==> src/hdl/zx_defines.svh <==
// Port numbers, field widths, mix weights and region codes for the Spectrum I/O block
`ifndef ZX_DEFINES_SVH
`define ZX_DEFINES_SVH

// ====================
// I/O ports
// ====================
`define ZX_PORT_ULA   8'hFE    // Decoded on A0 low only
`define ZX_PORT_7FFD  16'h7FFD
`define ZX_PORT_1FFD  16'h1FFD
`define ZX_PORT_COVOX 8'hFB    // Writes all four SounDrive registers
`define ZX_PORT_SD_A  8'h0F
`define ZX_PORT_SD_B  8'h1F
`define ZX_PORT_SD_C  8'h4F
`define ZX_PORT_SD_D  8'h5F

// ====================
// Widths and weights
// ====================
`define ZX_PCM_W      10
`define ZX_EXT_ADDR_W 19
`define ZX_EAR_WEIGHT 256
`define ZX_MIC_WEIGHT 64

// Value of ext_addr bit 18
`define ZX_REGION_ROM 1'b1
`define ZX_REGION_RAM 1'b0

// Screen banks selected by 7FFD bit 3
`define ZX_SCREEN_NORMAL 3'd5
`define ZX_SCREEN_SHADOW 3'd7

`endif

==> src/hdl/zx_pkg.sv <==
// Machine type, external address and PCM sample types for the Spectrum I/O block
`include "zx_defines.svh"

package zx_pkg;

	// Machine type, latched while reset is high
	typedef enum logic [1:0] {
		ZX48  = 2'd0,
		ZX128 = 2'd1,
		PLUS3 = 2'd2
	} machine_t;

	// External memory address
	// Bit 18 set means ROM with the page in bits 15:14
	// Bit 18 clear means RAM with the bank in bits 16:14
	typedef logic [`ZX_EXT_ADDR_W-1:0] ext_addr_t;

	typedef logic [`ZX_PCM_W-1:0] pcm_t;    // Unsigned sample

endpackage

==> src/hdl/memory_pager.sv <==
// Memory pager with the 7FFD and 1FFD registers mapping CPU addresses to external memory
`include "zx_defines.svh"

module memory_pager (
	input  logic              clk_sys,
	input  logic              reset,
	input  zx_pkg::machine_t  machine,
	input  logic              wr_7ffd,
	input  logic              wr_1ffd,
	input  logic [7:0]        wdata,
	input  logic [15:0]       mem_addr,
	input  logic              mem_req,
	input  logic              mem_we,
	output logic              is_plus3,
	output zx_pkg::ext_addr_t ext_addr,
	output logic              ext_req,
	output logic              ext_we,
	output logic [2:0]        screen_bank
);
	zx_pkg::machine_t  machine_q;
	logic [7:0]        page_7ffd;
	logic [7:0]        page_1ffd;
	logic              page_lock;
	logic [1:0]        slot;
	logic [1:0]        rom_page;
	logic [2:0]        ram_bank;
	logic              is_rom;
	zx_pkg::ext_addr_t ext_addr_d;

	assign is_plus3  = (machine_q == zx_pkg::PLUS3);
	assign page_lock = (machine_q == zx_pkg::ZX48) | page_7ffd[5];
	assign slot      = mem_addr[15:14];

	// ====================
	// Paging registers
	// ====================
	always_ff @(posedge clk_sys) begin
		if (reset) begin
			machine_q <= machine;    // Machine pin sampled during reset
			page_7ffd <= 8'd0;
			page_1ffd <= 8'd0;
		end else begin
			if (wr_7ffd && !page_lock) begin
				page_7ffd <= wdata;
			end
			if (wr_1ffd && is_plus3 && !page_lock) begin
				page_1ffd <= wdata;
			end
		end
	end

	always_comb begin
		case (machine_q)
			zx_pkg::ZX128: rom_page = {1'b0, page_7ffd[4]};
			zx_pkg::PLUS3: rom_page = {page_1ffd[2], page_7ffd[4]};
			default:       rom_page = 2'd0;
		endcase
	end

	// Slot to bank mapping
	always_comb begin
		is_rom   = 1'b0;
		ram_bank = 3'd0;
		if (page_1ffd[0]) begin
			// +3 all-RAM modes
			case (page_1ffd[2:1])
				2'd0: ram_bank = {1'b0, slot};    // 0-1-2-3
				2'd1: ram_bank = {1'b1, slot};    // 4-5-6-7
				2'd2: ram_bank = (slot == 2'd3) ? 3'd3 : {1'b1, slot};
				default: begin
					case (slot)
						2'd0: ram_bank = 3'd4;
						2'd1: ram_bank = 3'd7;
						2'd2: ram_bank = 3'd6;
						default: ram_bank = 3'd3;
					endcase
				end
			endcase
		end else begin
			case (slot)
				2'd0: is_rom = 1'b1;
				2'd1: ram_bank = 3'd5;
				2'd2: ram_bank = 3'd2;
				default: ram_bank = page_7ffd[2:0];
			endcase
		end
	end

	assign ext_addr_d = is_rom ?
		{`ZX_REGION_ROM, 2'b00, rom_page, mem_addr[13:0]} :
		{`ZX_REGION_RAM, 1'b0, ram_bank, mem_addr[13:0]};

	// ====================
	// Request stage
	// ====================
	always_ff @(posedge clk_sys) begin
		ext_addr <= ext_addr_d;
	end

	always_ff @(posedge clk_sys) begin
		if (reset) begin
			ext_req <= 1'b0;
			ext_we  <= 1'b0;
		end else begin
			ext_req <= mem_req;
			ext_we  <= mem_we & !is_rom;    // ROM is read only
		end
	end

	assign screen_bank = page_7ffd[3] ? `ZX_SCREEN_SHADOW : `ZX_SCREEN_NORMAL;

	// CPU write into slot 0 outside the all-RAM modes lands in ROM and stays a read
	a_no_rom_write: assert property (@(posedge clk_sys) disable iff (reset)
		(mem_we && !page_1ffd[0] && slot == 2'd0) |=>
			((ext_addr[`ZX_EXT_ADDR_W-1] == `ZX_REGION_ROM) && !ext_we))
		else $error("External write issued to the ROM region");

endmodule

==> src/hdl/port_bus_apb.sv <==
// APB slave for the Z80 I/O ports with port decoding, the ULA port register and read data
`include "zx_defines.svh"

module port_bus_apb (
	input  logic        clk_sys,
	input  logic        reset,
	input  logic        psel,
	input  logic        penable,
	input  logic        pwrite,
	input  logic [15:0] paddr,
	input  logic [7:0]  pwdata,
	output logic [7:0]  prdata,
	input  logic        tape_in,
	input  logic        is_plus3,
	output logic        wr_7ffd,
	output logic        wr_1ffd,
	output logic        wr_sd_l0,
	output logic        wr_sd_l1,
	output logic        wr_sd_r0,
	output logic        wr_sd_r1,
	output logic [7:0]  wdata,
	output logic [2:0]  border,
	output logic        ear,
	output logic        mic
);
	localparam logic [7:0]  port_ula  = `ZX_PORT_ULA;
	localparam logic [15:0] port_7ffd = `ZX_PORT_7FFD;
	localparam logic [15:0] port_1ffd = `ZX_PORT_1FFD;

	logic io_wr;
	logic sel_ula;
	logic sel_7ffd;
	logic sel_1ffd;
	logic sel_covox;
	logic sel_sd_a;
	logic sel_sd_b;
	logic sel_sd_c;
	logic sel_sd_d;

	// ====================
	// Port decode
	// ====================
	assign io_wr = psel & penable & pwrite;    // Access phase only

	assign sel_ula  = (paddr[0] == port_ula[0]);
	// On the +3 A14 must be high too, so 1FFD does not alias here
	assign sel_7ffd = (paddr[15] == port_7ffd[15]) && (paddr[1] == port_7ffd[1]) &&
		(!is_plus3 || (paddr[14] == port_7ffd[14]));
	assign sel_1ffd = is_plus3 && (paddr[15:12] == port_1ffd[15:12]) &&
		(paddr[1] == port_1ffd[1]);

	assign sel_covox = (paddr[7:0] == `ZX_PORT_COVOX);
	assign sel_sd_a  = (paddr[7:0] == `ZX_PORT_SD_A);
	assign sel_sd_b  = (paddr[7:0] == `ZX_PORT_SD_B);
	assign sel_sd_c  = (paddr[7:0] == `ZX_PORT_SD_C);
	assign sel_sd_d  = (paddr[7:0] == `ZX_PORT_SD_D);

	// Write strobes, one cycle wide
	assign wr_7ffd  = io_wr & sel_7ffd;
	assign wr_1ffd  = io_wr & sel_1ffd;
	assign wr_sd_l0 = io_wr & (sel_covox | sel_sd_a);
	assign wr_sd_l1 = io_wr & (sel_covox | sel_sd_b);
	assign wr_sd_r0 = io_wr & (sel_covox | sel_sd_c);
	assign wr_sd_r1 = io_wr & (sel_covox | sel_sd_d);
	assign wdata    = pwdata;

	// ====================
	// ULA port FE
	// ====================
	always_ff @(posedge clk_sys) begin
		if (reset) begin
			border <= 3'd0;
			ear    <= 1'b0;
			mic    <= 1'b0;
		end else if (io_wr && sel_ula) begin
			border <= pwdata[2:0];
			ear    <= pwdata[4];
			mic    <= pwdata[3];
		end
	end

	// Keyboard lines float high here
	assign prdata = sel_ula ? {1'b1, tape_in, 1'b1, 5'b11111} : 8'hFF;

	// Master never raises penable outside a selected transfer
	a_penable_with_psel: assert property (@(posedge clk_sys) disable iff (reset)
		penable |-> psel)
		else $error("APB penable high without psel");

endmodule

==> src/hdl/sigma_delta_dac.sv <==
// First-order sigma-delta modulator turning a PCM sample into a one-bit stream
`include "zx_defines.svh"

module sigma_delta_dac #(
	parameter int width = `ZX_PCM_W
) (
	input  logic             clk_sys,
	input  logic             reset,
	input  logic [width-1:0] sample,
	output logic             bit_out
);
	// One extra bit holds the carry
	logic [width:0] acc;

	// ====================
	// Accumulator
	// ====================
	always_ff @(posedge clk_sys) begin
		if (reset) begin
			acc <= '0;
		end else begin
			// Carry is dropped back out on every add
			acc <= {1'b0, acc[width-1:0]} + {1'b0, sample};
		end
	end

	// Density of ones tracks sample / 2**width
	assign bit_out = acc[width];

endmodule

==> src/hdl/soundrive.sv <==
// Covox/SounDrive sample registers mixed with EAR and MIC into left and right PCM
`include "zx_defines.svh"

module soundrive (
	input  logic         clk_sys,
	input  logic         reset,
	input  logic         wr_sd_l0,
	input  logic         wr_sd_l1,
	input  logic         wr_sd_r0,
	input  logic         wr_sd_r1,
	input  logic [7:0]   wdata,
	input  logic         ear,
	input  logic         mic,
	output zx_pkg::pcm_t pcm_l,
	output zx_pkg::pcm_t pcm_r
);
	localparam zx_pkg::pcm_t ear_weight = zx_pkg::pcm_t'(`ZX_EAR_WEIGHT);
	localparam zx_pkg::pcm_t mic_weight = zx_pkg::pcm_t'(`ZX_MIC_WEIGHT);

	logic [7:0]   sd_l0;
	logic [7:0]   sd_l1;
	logic [7:0]   sd_r0;
	logic [7:0]   sd_r1;
	zx_pkg::pcm_t beeper;

	// Same beeper level goes to both channels
	assign beeper = (ear ? ear_weight : '0) + (mic ? mic_weight : '0);

	always_ff @(posedge clk_sys) begin
		if (reset) begin
			sd_l0 <= 8'd0;
			sd_l1 <= 8'd0;
			sd_r0 <= 8'd0;
			sd_r1 <= 8'd0;
			pcm_l <= '0;
			pcm_r <= '0;
		end else begin
			if (wr_sd_l0) sd_l0 <= wdata;
			if (wr_sd_l1) sd_l1 <= wdata;
			if (wr_sd_r0) sd_r0 <= wdata;
			if (wr_sd_r1) sd_r1 <= wdata;
			// Peak is 830, fits in 10 bits
			pcm_l <= zx_pkg::pcm_t'(sd_l0) + zx_pkg::pcm_t'(sd_l1) + beeper;
			pcm_r <= zx_pkg::pcm_t'(sd_r0) + zx_pkg::pcm_t'(sd_r1) + beeper;
		end
	end

endmodule

==> src/hdl/zx_io_top.sv <==
// Spectrum CPU I/O side with the APB port bus, memory pager, sound mixer and two DACs
`include "zx_defines.svh"

module zx_io_top (
	input  logic              clk_sys,
	input  logic              reset,
	input  logic              psel,
	input  logic              penable,
	input  logic              pwrite,
	input  logic [15:0]       paddr,
	input  logic [7:0]        pwdata,
	output logic [7:0]        prdata,
	input  logic [15:0]       mem_addr,
	input  logic              mem_req,
	input  logic              mem_we,
	output zx_pkg::ext_addr_t ext_addr,
	output logic              ext_req,
	output logic              ext_we,
	input  zx_pkg::machine_t  machine,
	input  logic              tape_in,
	output logic [2:0]        border,
	output logic [2:0]        screen_bank,
	output zx_pkg::pcm_t      audio_l_pcm,
	output zx_pkg::pcm_t      audio_r_pcm,
	output logic              audio_l,
	output logic              audio_r
);
	logic       is_plus3;
	logic       wr_7ffd;
	logic       wr_1ffd;
	logic       wr_sd_l0;
	logic       wr_sd_l1;
	logic       wr_sd_r0;
	logic       wr_sd_r1;
	logic [7:0] wdata;
	logic       ear;
	logic       mic;

	// ====================
	// Port decoding
	// ====================
	port_bus_apb port_bus_apb_i (
		.clk_sys  (clk_sys),
		.reset    (reset),
		.psel     (psel),
		.penable  (penable),
		.pwrite   (pwrite),
		.paddr    (paddr),
		.pwdata   (pwdata),
		.prdata   (prdata),
		.tape_in  (tape_in),
		.is_plus3 (is_plus3),
		.wr_7ffd  (wr_7ffd),
		.wr_1ffd  (wr_1ffd),
		.wr_sd_l0 (wr_sd_l0),
		.wr_sd_l1 (wr_sd_l1),
		.wr_sd_r0 (wr_sd_r0),
		.wr_sd_r1 (wr_sd_r1),
		.wdata    (wdata),
		.border   (border),
		.ear      (ear),
		.mic      (mic)
	);

	// ====================
	// Memory
	// ====================
	memory_pager memory_pager_i (
		.clk_sys     (clk_sys),
		.reset       (reset),
		.machine     (machine),
		.wr_7ffd     (wr_7ffd),
		.wr_1ffd     (wr_1ffd),
		.wdata       (wdata),
		.mem_addr    (mem_addr),
		.mem_req     (mem_req),
		.mem_we      (mem_we),
		.is_plus3    (is_plus3),
		.ext_addr    (ext_addr),
		.ext_req     (ext_req),
		.ext_we      (ext_we),
		.screen_bank (screen_bank)
	);

	// ====================
	// Audio
	// ====================
	soundrive soundrive_i (
		.clk_sys  (clk_sys),
		.reset    (reset),
		.wr_sd_l0 (wr_sd_l0),
		.wr_sd_l1 (wr_sd_l1),
		.wr_sd_r0 (wr_sd_r0),
		.wr_sd_r1 (wr_sd_r1),
		.wdata    (wdata),
		.ear      (ear),
		.mic      (mic),
		.pcm_l    (audio_l_pcm),
		.pcm_r    (audio_r_pcm)
	);

	sigma_delta_dac #(.width(`ZX_PCM_W)) dac_l_i (
		.clk_sys (clk_sys),
		.reset   (reset),
		.sample  (audio_l_pcm),
		.bit_out (audio_l)
	);

	sigma_delta_dac #(.width(`ZX_PCM_W)) dac_r_i (
		.clk_sys (clk_sys),
		.reset   (reset),
		.sample  (audio_r_pcm),
		.bit_out (audio_r)
	);

endmodule

==> config.mk <==
export PLATFORM = sky130hd
export DESIGN_NAME = zx_io_top
export DESIGN_NICKNAME = d
export VERILOG_FILES = /design/src/hdl/zx_pkg.sv /design/src/hdl/memory_pager.sv /design/src/hdl/port_bus_apb.sv /design/src/hdl/sigma_delta_dac.sv /design/src/hdl/soundrive.sv /design/src/hdl/zx_io_top.sv
export VERILOG_INCLUDE_DIRS = /design/src /design/src/hdl
export SDC_FILE = /design/constraint.sdc
export NUM_CORES = 1
export LEC_CHECK = 0
export BUFFER_PORTS_ARGS = -buffer_cell sky130_fd_sc_hd__buf_4
export CORE_MARGIN = 10
export CORE_UTILIZATION = 39
export CTS_CLUSTER_SIZE = 12
export DETAILED_ROUTE_END_ITERATION = 10
export GPL_TIMING_DRIVEN = 0
export PLACE_DENSITY_LB_ADDON = 0.1
export SETUP_SLACK_MARGIN = 0.15
export SLEW_MARGIN = 20
export SYNTH_ARGS = -nofsm -noshare
export SYNTH_HDL_FRONTEND = slang
export SYNTH_SLANG_ARGS = --single-unit
==> constraint.sdc <==
create_clock -name clk_sys -period 3.2 [get_ports clk_sys]
set_input_delay 0.16 -clock clk_sys [delete_from_list [all_inputs] [get_ports clk_sys]]
set_output_delay 0.16 -clock clk_sys [all_outputs]
set_load 0.005 [all_outputs]
---- Yosys cells after proc, flatten, opt, wreduce, memory -nomap -nowiden ----
Index checks and enable logic that the tools add are counted.
word-level totals
  register bits after elaboration ......... 111
  bits of input ports ..................... 50
  output and inout bits ................... 57
  word-level logic and storage cells ...... 83
operators by class
  add/sub/neg operators ................... 7
  eq/ne operators ......................... 13
  multiplexer cells ....................... 13
  bitwise logic cells ..................... 17
  reduce and logical (&&, ||, !) cells .... 15
operators with widths
  kind                  number
  $add A10 B10 Y10      3
  $pmux W3 S3           3
  $add A10 B10 Y11      2
  $mux W19              1
  $add A8 B8 Y9         2
  $eq A8 B7 Y1 const B  2
  $mux W7               2
  $and A1 B1 Y1         9
  $mux W9               1
  $eq A2 B2 Y1 const B  4
  $eq A8 B4 Y1 const B  1
  $eq A8 B5 Y1 const B  1
  $eq A8 B8 Y1 const B  1
  $logic_and A1 B1 Y1   8
  $eq A2 B1 Y1 const B  3
  $logic_not A2 Y1      3
  $mux W3               2
  $or A1 B1 Y1          5
  $eq A4 B1 Y1 const B  1
  $pmux W2 S2           1
  $logic_not A1 Y1      3
  $not A1 Y1            3
  $mux W1               2
  $mux W2               1
  $logic_or A1 B1 Y1    1

---- Longest topological paths before layout ----
Gate-level depths: netlist of the first run.
  word-level depth ........................ 6
  depth in mapped cells ................... 13
  depth with buffers taken out ............ 13

---- Hierarchy ----
A second synthesis of the first run with hierarchy kept.
second synthesis, totals
  cells, all modules ...................... 557
  area total of the unflattened synthesis .. 5512.8 um^2
by module, submodules not included
  module                     times used  cells an instance  area an instance (um^2)  sequential area each (um^2)
  soundrive                  1           254                2528.7                   1041.0
  memory_pager               1           87                 1058.5                   640.6
  sigma_delta_dac (dac_l_i)  1           85                 757.0                    220.2
  sigma_delta_dac (dac_r_i)  1           80                 729.4                    220.2
  port_bus_apb               1           51                 439.2                    100.1

---- Worst setup path after synthesis of the first run ----
Ideal clock, no wire load.
  path kind ............................... register to register
  from .................................... register soundrive_i.sd_l1[0]
  to ...................................... register soundrive_i.pcm_l[9]
  setup time .............................. 0.082 ns
  data arrival time ....................... 2.409 ns
  required time ........................... 3.118 ns
  slack ................................... 0.709 ns
  cell stages (with the launch flop) ...... 12
  path buffers ............................ 0
  clock period less this slack ............ 2.491 ns
  cells stage by stage .................... dfxtp_1 ha_1 fa_1 a21o_1 a21oi_1 o21ai_0 nor4_1 nor3_1 ha_1 nand2_1 or3_1 o221ai_1
on the way
  word-level cells in the longest chain between the ends .. 2
RTL lines
  what                    line             text
  from (decl)             soundrive.sv:21  logic [7:0] sd_l1;
  from (signal assigned)  soundrive.sv:39  if (wr_sd_l1) sd_l1 <= wdata;
  $add A8 B8 Y9           soundrive.sv:43  pcm_l <= zx_pkg::pcm_t'(sd_l0) + zx_pkg::pcm_t'(sd_l1) + beeper;
  $add A10 B10 Y10        soundrive.sv:43
  to (signal assigned)    soundrive.sv:43
  to (decl)               soundrive.sv:14  output zx_pkg::pcm_t pcm_l,
Every way passes these cells.
A chain may end at the register's enable or synchronous reset.

---- Final worst setup path of the first run ----
Same ends and word-level chain as after synthesis.

==> results.toml, run 1 <==
[run_status]
run_status = "complete, no violations"

[sta]
worst_pin_slew_ps = 726
fin_setup_tns_ps = 0
clock_skew_ps = 14.1
slew-limit-headroom_pct = 51.6
min_period_over_period_pct = 87.9
final_hold_fails = 0
rsz0062_at_grt = "false"
finalMaxSlewViolations = 0
worst_hold_slack_ps = 14.5
fmax_ghz = 0.355
finalSetupViolations = 0
final_min_period_ps = 2810

[finish]
finalInstanceArea_mm2 = 0.00642
area_added_between_synthesis_and_finish_pct = 28.2
n_fill_cell = 1205
nets = 741
post_layout_nonfiller_instances = 819
drive_above_1_share_pct = 19.9
antenna_cells_inserted = 0

[die]
die_width_um = 133
design.core.area_mm2 = 0.0126
placement_rows = 41
io-pin-count = 107
die_height_um = 133
die_area_mm2 = 0.0178
effective_utilization_at_floorplan_pct = 39.7

[setup_path]
timing.critical_path.arrival_ps = 3080
cp_common_cell = "sky130_fd_sc_hd__ha_1"
cp_cell_sequence = "ha_1 > fa_1 > a21o_1 > a21oi_1 > o21ai_0 > nor4_1 > nor3_1 > ha_1 > nand2_1 > or3_1 > o221ai_1"
crit_path_max_fanout = 3
timing.critical_path.depth = 11
worstSetupStartpointType = "flip-flop"
critical_path.top_delay_family = "adder cells"
worstPathBufferInverterCount = 0
worstPathRequired_ps = 3470
timing.critical_path.slowest_cell_delay_ps = 420
worstRegToRegCells = 11
setup.worst_path.end_class = "flip-flop"
critical_path.slowest_cell = "sky130_fd_sc_hd__fa_1"
criticalPathCategory = "reg2reg"

[placement]
place_hpwl_mm = 9.54
finalWeightedCongestion = 0.793
dp.cells = 786
placed_area_mm2 = 0.00594
placement.io_buffers = 92

[clock_tree]
cts.path.max_buffers = 2
cts_sinks = 110
htree_levels = 3
clock_tree.root_cell = "sky130_fd_sc_hd__clkbuf_16"
clk_pin_slew_worst_paths_ps = 70
post-cts-setup-buffer-count = 0
clk-insertion-delay-late_ps = 360
cts_made_buffers = 9
cts_tree = "yes"

[logic_synthesis]
post_synthesis_average_cell_area_um2 = 9.74
synthTopCellsByCount = "108 x sky130_fd_sc_hd__dfxtp_1, 75 x sky130_fd_sc_hd__nor2_1, 45 x sky130_fd_sc_hd__ha_1"
synth_area_mm2 = 0.00501
synth-async-reset-ratio_pct = 0
netlist.area_leader.share_pct = 43.2
synth_enable_flop_cells = 2
yosysMostFrequentCell = "sky130_fd_sc_hd__dfxtp_1"
ys_top_cells_by_area = "sky130_fd_sc_hd__dfxtp_1 43%, sky130_fd_sc_hd__ha_1 11%, sky130_fd_sc_hd__mux2i_1 8.0%"
synth-seq-cells = 110
synth.distinct_cells = 50
synth_top_flop_cell = "sky130_fd_sc_hd__dfxtp_1"
synth-warning-count = 0
ys_seq_area_share_pct = 44.4
syn_inst = 514
largest_area_contributor_in_the_netlist = "sky130_fd_sc_hd__dfxtp_1"

[routing]
residual_antenna_violating_net_count_after_detailed_routing = 0
detail_route.drc_violations = 0
routed_wire_length_per_instance_um = 15.4
detail_route.iter0.violations = 126
detail_route.vias_per_cell = 4.86
route.vias.total = 3981
routed_wirelength_mm = 12.6
dr.pass1.iters = 4

[pwr]
leakagePower_uw = 0.00303
irDropWorstVdd_mv = 0.337
pwr_density_cell_mw_per_mm2 = 425

[hold_path]
min_path_cells = 2
hold_path.class = "in2reg"

[grt]
first_pass_grt_wire_length_mm = 20.3
grt_start_max_net_pins = 20
gr-usage-all-layers_pct = 14.1
grt_remaining_overflow = 0
grt_pass1_vias = 4139
antenna_found_initial = 0

[run]
max-cap-violations = 0
-- per-layer routing --
layer | up-vias | wire (um) | GRT usage (%)
met2 | 81 | 6200 | 24.3
met3 | 4 | 766 | 5.00
li1 | 2015 | - | -
met4 | 0 | 71 | 3.45
met5 | - | 0 | 0
met1 | 1881 | 5600 | 16.2
-- stage by stage --
step	total power (uW)	utilization, %	setup slack, ps
floorplan	1490	-	709
global placement	1600	47.1	483
detailed placement	1600	47.1	400
CTS	2770	50.9	358
global route	2830	50.9	202
finish	2730	50.9	387
-- cell type report --
cell class                 instances  area [um2]  area share, %
clock buffer                       9         225           3.51
clock inverter                     7        80.1           1.25
buffer                            25         139           2.16
multi-input combinational        375        2630           41.0
timing repair buffer             109         861           13.4
sequential                       110        2220           34.6
inverter                          12        45.0          0.702
tap                              172         215           3.35
-- worst register-to-register path, cell delays in order (launching register included) --
cell	delay, ps
sky130_fd_sc_hd__dfxtp_1	320
sky130_fd_sc_hd__ha_1	240
sky130_fd_sc_hd__fa_1	420
sky130_fd_sc_hd__a21o_1	180
sky130_fd_sc_hd__a21oi_1	210
sky130_fd_sc_hd__o21ai_0	170
sky130_fd_sc_hd__nor4_1	230
sky130_fd_sc_hd__nor3_1	120
sky130_fd_sc_hd__ha_1	320
sky130_fd_sc_hd__nand2_1	70
sky130_fd_sc_hd__or3_1	300
sky130_fd_sc_hd__o221ai_1	150
-- path summary, 6_finish.rpt --
check                                 to                        start  slack [ps]
min               memory_pager_i.ext_req                      mem_req          10
max reg2reg         soundrive_i.pcm_l[9]         soundrive_i.sd_l1[0]         390
min reg2reg  memory_pager_i.page_7ffd[0]  memory_pager_i.page_7ffd[0]         470
max                 soundrive_i.pcm_l[9]         soundrive_i.sd_l1[0]         390
-- flip-flops by register name, summed over array words and instances, names as in the netlist --
register,flops
dac_l_i.acc,11
dac_r_i.acc,11
memory_pager_i.ext_addr,18
memory_pager_i.ext_req,1
memory_pager_i.ext_we,1
memory_pager_i.machine_q,2
memory_pager_i.page_1ffd,3
memory_pager_i.page_7ffd,6
port_bus_apb_i.border,3
port_bus_apb_i.ear,1
port_bus_apb_i.mic,1
soundrive_i.pcm_l,10
soundrive_i.pcm_r,10
soundrive_i.sd_l0,8
soundrive_i.sd_l1,8
soundrive_i.sd_r0,8
soundrive_i.sd_r1,8
-- cells by family (layout without fill, tap and decap cells) --
| family | after synthesis | in the layout | synth area share [%] |
|---|---|---|---|
| compound gates | 86 | 86 | 11.0 |
| flops | 110 | 110 | 44.4 |
| other cells | 2 | 10 | 0.150 |
| simple gates | 166 | 166 | 15.6 |
| mux | 42 | 42 | 8.45 |
| xor+xnor | 22 | 22 | 3.85 |
| buf+inv | 37 | 162 | 3.67 |
| fa+ha+maj | 49 | 49 | 12.8 |
-- power by group --
part	leakage, uW	internal [uW]	switching (uW)
sequential	0.000897	1390	7.60
combinational	0.00198	94.4	88.1
clock	0.000148	618	529
-- what timing repair did --
action / in CTS / in global routing
resized for setup: 0 / 0
endpoints found under the hold margin: 17 / 0
hold buffers: 17 / 0
-- layout by cell type (no fill, tap or decap), drive strengths merged, types with 3 or more instances in the layout --
master | Yosys | routed
nor3b | 6 | 6
nor2 | 75 | 75
inv | 12 | 15
buf | 17 | 109
nand3 | 7 | 7
ha | 45 | 45
xor2 | 9 | 9
o211ai | 4 | 4
or2 | 3 | 3
and2 | 3 | 3
nand4 | 3 | 3
a21o | 7 | 7
dfxtp | 108 | 108
a211oi | 7 | 7
xnor2 | 13 | 13
o21ai | 15 | 15
nor3 | 8 | 8
o21bai | 4 | 4
dlygate4sd3 | 0 | 17
fa | 4 | 4
nor2b | 18 | 18
o31ai | 5 | 5
conb | 2 | 10
mux2i | 40 | 40
clkbuf | 8 | 17
o21a | 3 | 3
a21oi | 29 | 29
nand2b | 4 | 4
nand2 | 28 | 28
or3 | 3 | 3
(Power assumes the default switching activity.)
==> run 2: changes to the inputs <==
==> constraint.sdc (replaced) <==
create_clock -name clk_sys -period 3.2 [get_ports clk_sys]
set_input_delay 0.64 -clock clk_sys [delete_from_list [all_inputs] [get_ports clk_sys]]
set_output_delay 0.64 -clock clk_sys [all_outputs]
set_load 0.005 [all_outputs]
==> results.toml, run 2 (same netlist as run 1, synthesis figures left out) <==
[run_status]
run_status = "complete, no violations"

[finish]
multiInputGateArea_mm2 = 0.00263
antenna_cells_inserted = 0
drive_above_1_share_pct = 20.5
area_added_between_synthesis_and_finish_pct = 24.8
largest_register_ffs = 18
sequential_cell_area_mm2 = 0.00222
layout.cells.most_common_list = "108 x sky130_fd_sc_hd__dfxtp_1, 103 x sky130_fd_sc_hd__buf_4, 75 x sky130_fd_sc_hd__nor2_1, 45 x sky130_fd_sc_hd__ha_1, 40 x sky130_fd_sc_hd__mux2i_1"
max_flop_register = "memory_pager_i.ext_addr"
nets = 724
n_fill_cell = 1229
reg.largest.list = "memory_pager_i.ext_addr x18, dac_l_i.acc x11, dac_r_i.acc x11"
layout_commonest_cell = "sky130_fd_sc_hd__dfxtp_1"

[pwr]
power_report.internal_total_uw = 2090
leakagePower_uw = 0.00295
pwr_density_cell_mw_per_mm2 = 434
clock_power_share_pct = 42.3
p_switching_uw = 620
comb_power_share_pct = 6.1
power.share.switching_pct = 22.9
irDropWorstVdd_mv = 0.337
power.share.sequential_pct = 51.6

[placement]
finalWeightedCongestion = 0.793
dp_worst_setup_slack_ps = 400
placement.io_buffers = 92
place_hpwl_mm = 9.54

[die]
io-pin-count = 107
effective_utilization_at_floorplan_pct = 39.7
design.core.area_mm2 = 0.0126
die_area_mm2 = 0.0178
placement_rows = 41
die_height_um = 133
die_width_um = 133

[grt]
gr-usage-all-layers_pct = 13.8
antenna_found_initial = 0
grt_pass1_vias = 4022
grt_remaining_overflow = 0
grt_start_max_net_pins = 20
first_pass_grt_wire_length_mm = 19.8

[sta]
fin_setup_tns_ps = 0
worst_pin_slew_ps = 727
fmax_ghz = 0.355
clock_skew_ps = 14.0
final_hold_fails = 0
final_min_period_ps = 2820
finalWorstSetupSlack_ps = 383
finalSetupViolations = 0
slew-limit-headroom_pct = 51.6
finalMaxSlewViolations = 0
rsz0062_at_grt = "false"
min_period_over_period_pct = 88.0

[setup_path]
criticalPathCategory = "reg2reg"
worstSetupStartpointType = "flip-flop"
regToRegStartpoint = "soundrive_i.sd_l1[0]"
worstPathRequired_ps = 3470
critPathLaunch = "soundrive_i.sd_l1[0]"
worstRegToRegCells = 11
timing.critical_path.arrival_ps = 3090
setup.worst_path.end_class = "flip-flop"
crit_path_max_fanout = 3

[hold_path]
min_delay_startpoint = "mem_addr[5]"
min_path_cells = 1
hold_path.class = "in2reg"

[routing]
detail_route.iter0.violations = 136
routed_wirelength_mm = 12.4
route.vias.total = 3885
detail_route.vias_per_cell = 4.84
detail_route.drc_violations = 0
residual_antenna_violating_net_count_after_detailed_routing = 0
dr.pass1.iters = 4
routed_wire_length_per_instance_um = 15.4

[run]
max-cap-violations = 0

[clock_tree]
htree_levels = 3
clock_tree.root_cell = "sky130_fd_sc_hd__clkbuf_16"
cts_tree = "yes"
post_cts.resized_instances = 0
post-cts-setup-buffer-count = 0
cts_sinks = 110
cts_made_buffers = 9
post_cts_hold_buffer_count = 0
clk-insertion-delay-late_ps = 360
cts.path.max_buffers = 2
clk_pin_slew_worst_paths_ps = 80
-- run 2: final timing paths --
check | end | slack (ps)
hold / removal | memory_pager_i.ext_addr[5] | 380
hold reg to reg | memory_pager_i.page_7ffd[0] | 470
setup / recovery | soundrive_i.pcm_l[9] | 380
setup reg to reg | soundrive_i.pcm_l[9] | 380
-- run 2: metal layers --
layer,vias to the layer above,track usage (%),routed length [um]
met4,0,3.45,71
li1,1977,-,-
met2,75,23.5,6030
met5,-,0,0
met1,1829,15.9,5580
met3,4,5.00,697
-- run 2: layout make-up --
type	instances	share of cell area (%)
buffer	25	2.22
clock buffer	9	3.60
clock inverter	7	1.28
inverter	12	0.721
multi-input combinational	375	42.1
sequential	110	35.6
tap	172	3.44
timing repair buffer	92	11.1
-- run 2: power groups by stage --
stage	registers, uW	clock network, uW	logic, uW
floorplan	1430	0	56.8
global placement	1430	0	165
detailed placement	1430	0	167
CTS	1400	1190	168
global route	1400	1230	181
finish	1400	1150	165
-- run 2: metrics by stage --
step | std cells | total power, uW | area, um2 | hold WS (ps) | util (%)
2_1_floorplan | 522 | 1490 | 5040 | 433 | -
3_3_place_gp | 786 | 1600 | 5940 | 459 | 47.1
3_5_place_dp | 786 | 1600 | 5940 | 457 | 47.1
4_1_cts | 802 | 2760 | 6250 | 366 | 49.5
5_1_grt | 802 | 2810 | 6250 | 366 | 49.5
6_report | 802 | 2710 | 6250 | 379 | 49.5
-- run 2: worst max-delay path, cell delays in order, from the launching register on --
cell	delay, ps
sky130_fd_sc_hd__dfxtp_1	320
sky130_fd_sc_hd__ha_1	240
sky130_fd_sc_hd__fa_1	420
sky130_fd_sc_hd__a21o_1	180
sky130_fd_sc_hd__a21oi_1	210
sky130_fd_sc_hd__o21ai_0	170
sky130_fd_sc_hd__nor4_1	230
sky130_fd_sc_hd__nor3_1	120
sky130_fd_sc_hd__ha_1	320
sky130_fd_sc_hd__nand2_1	70
sky130_fd_sc_hd__or3_1	300
sky130_fd_sc_hd__o221ai_1	150
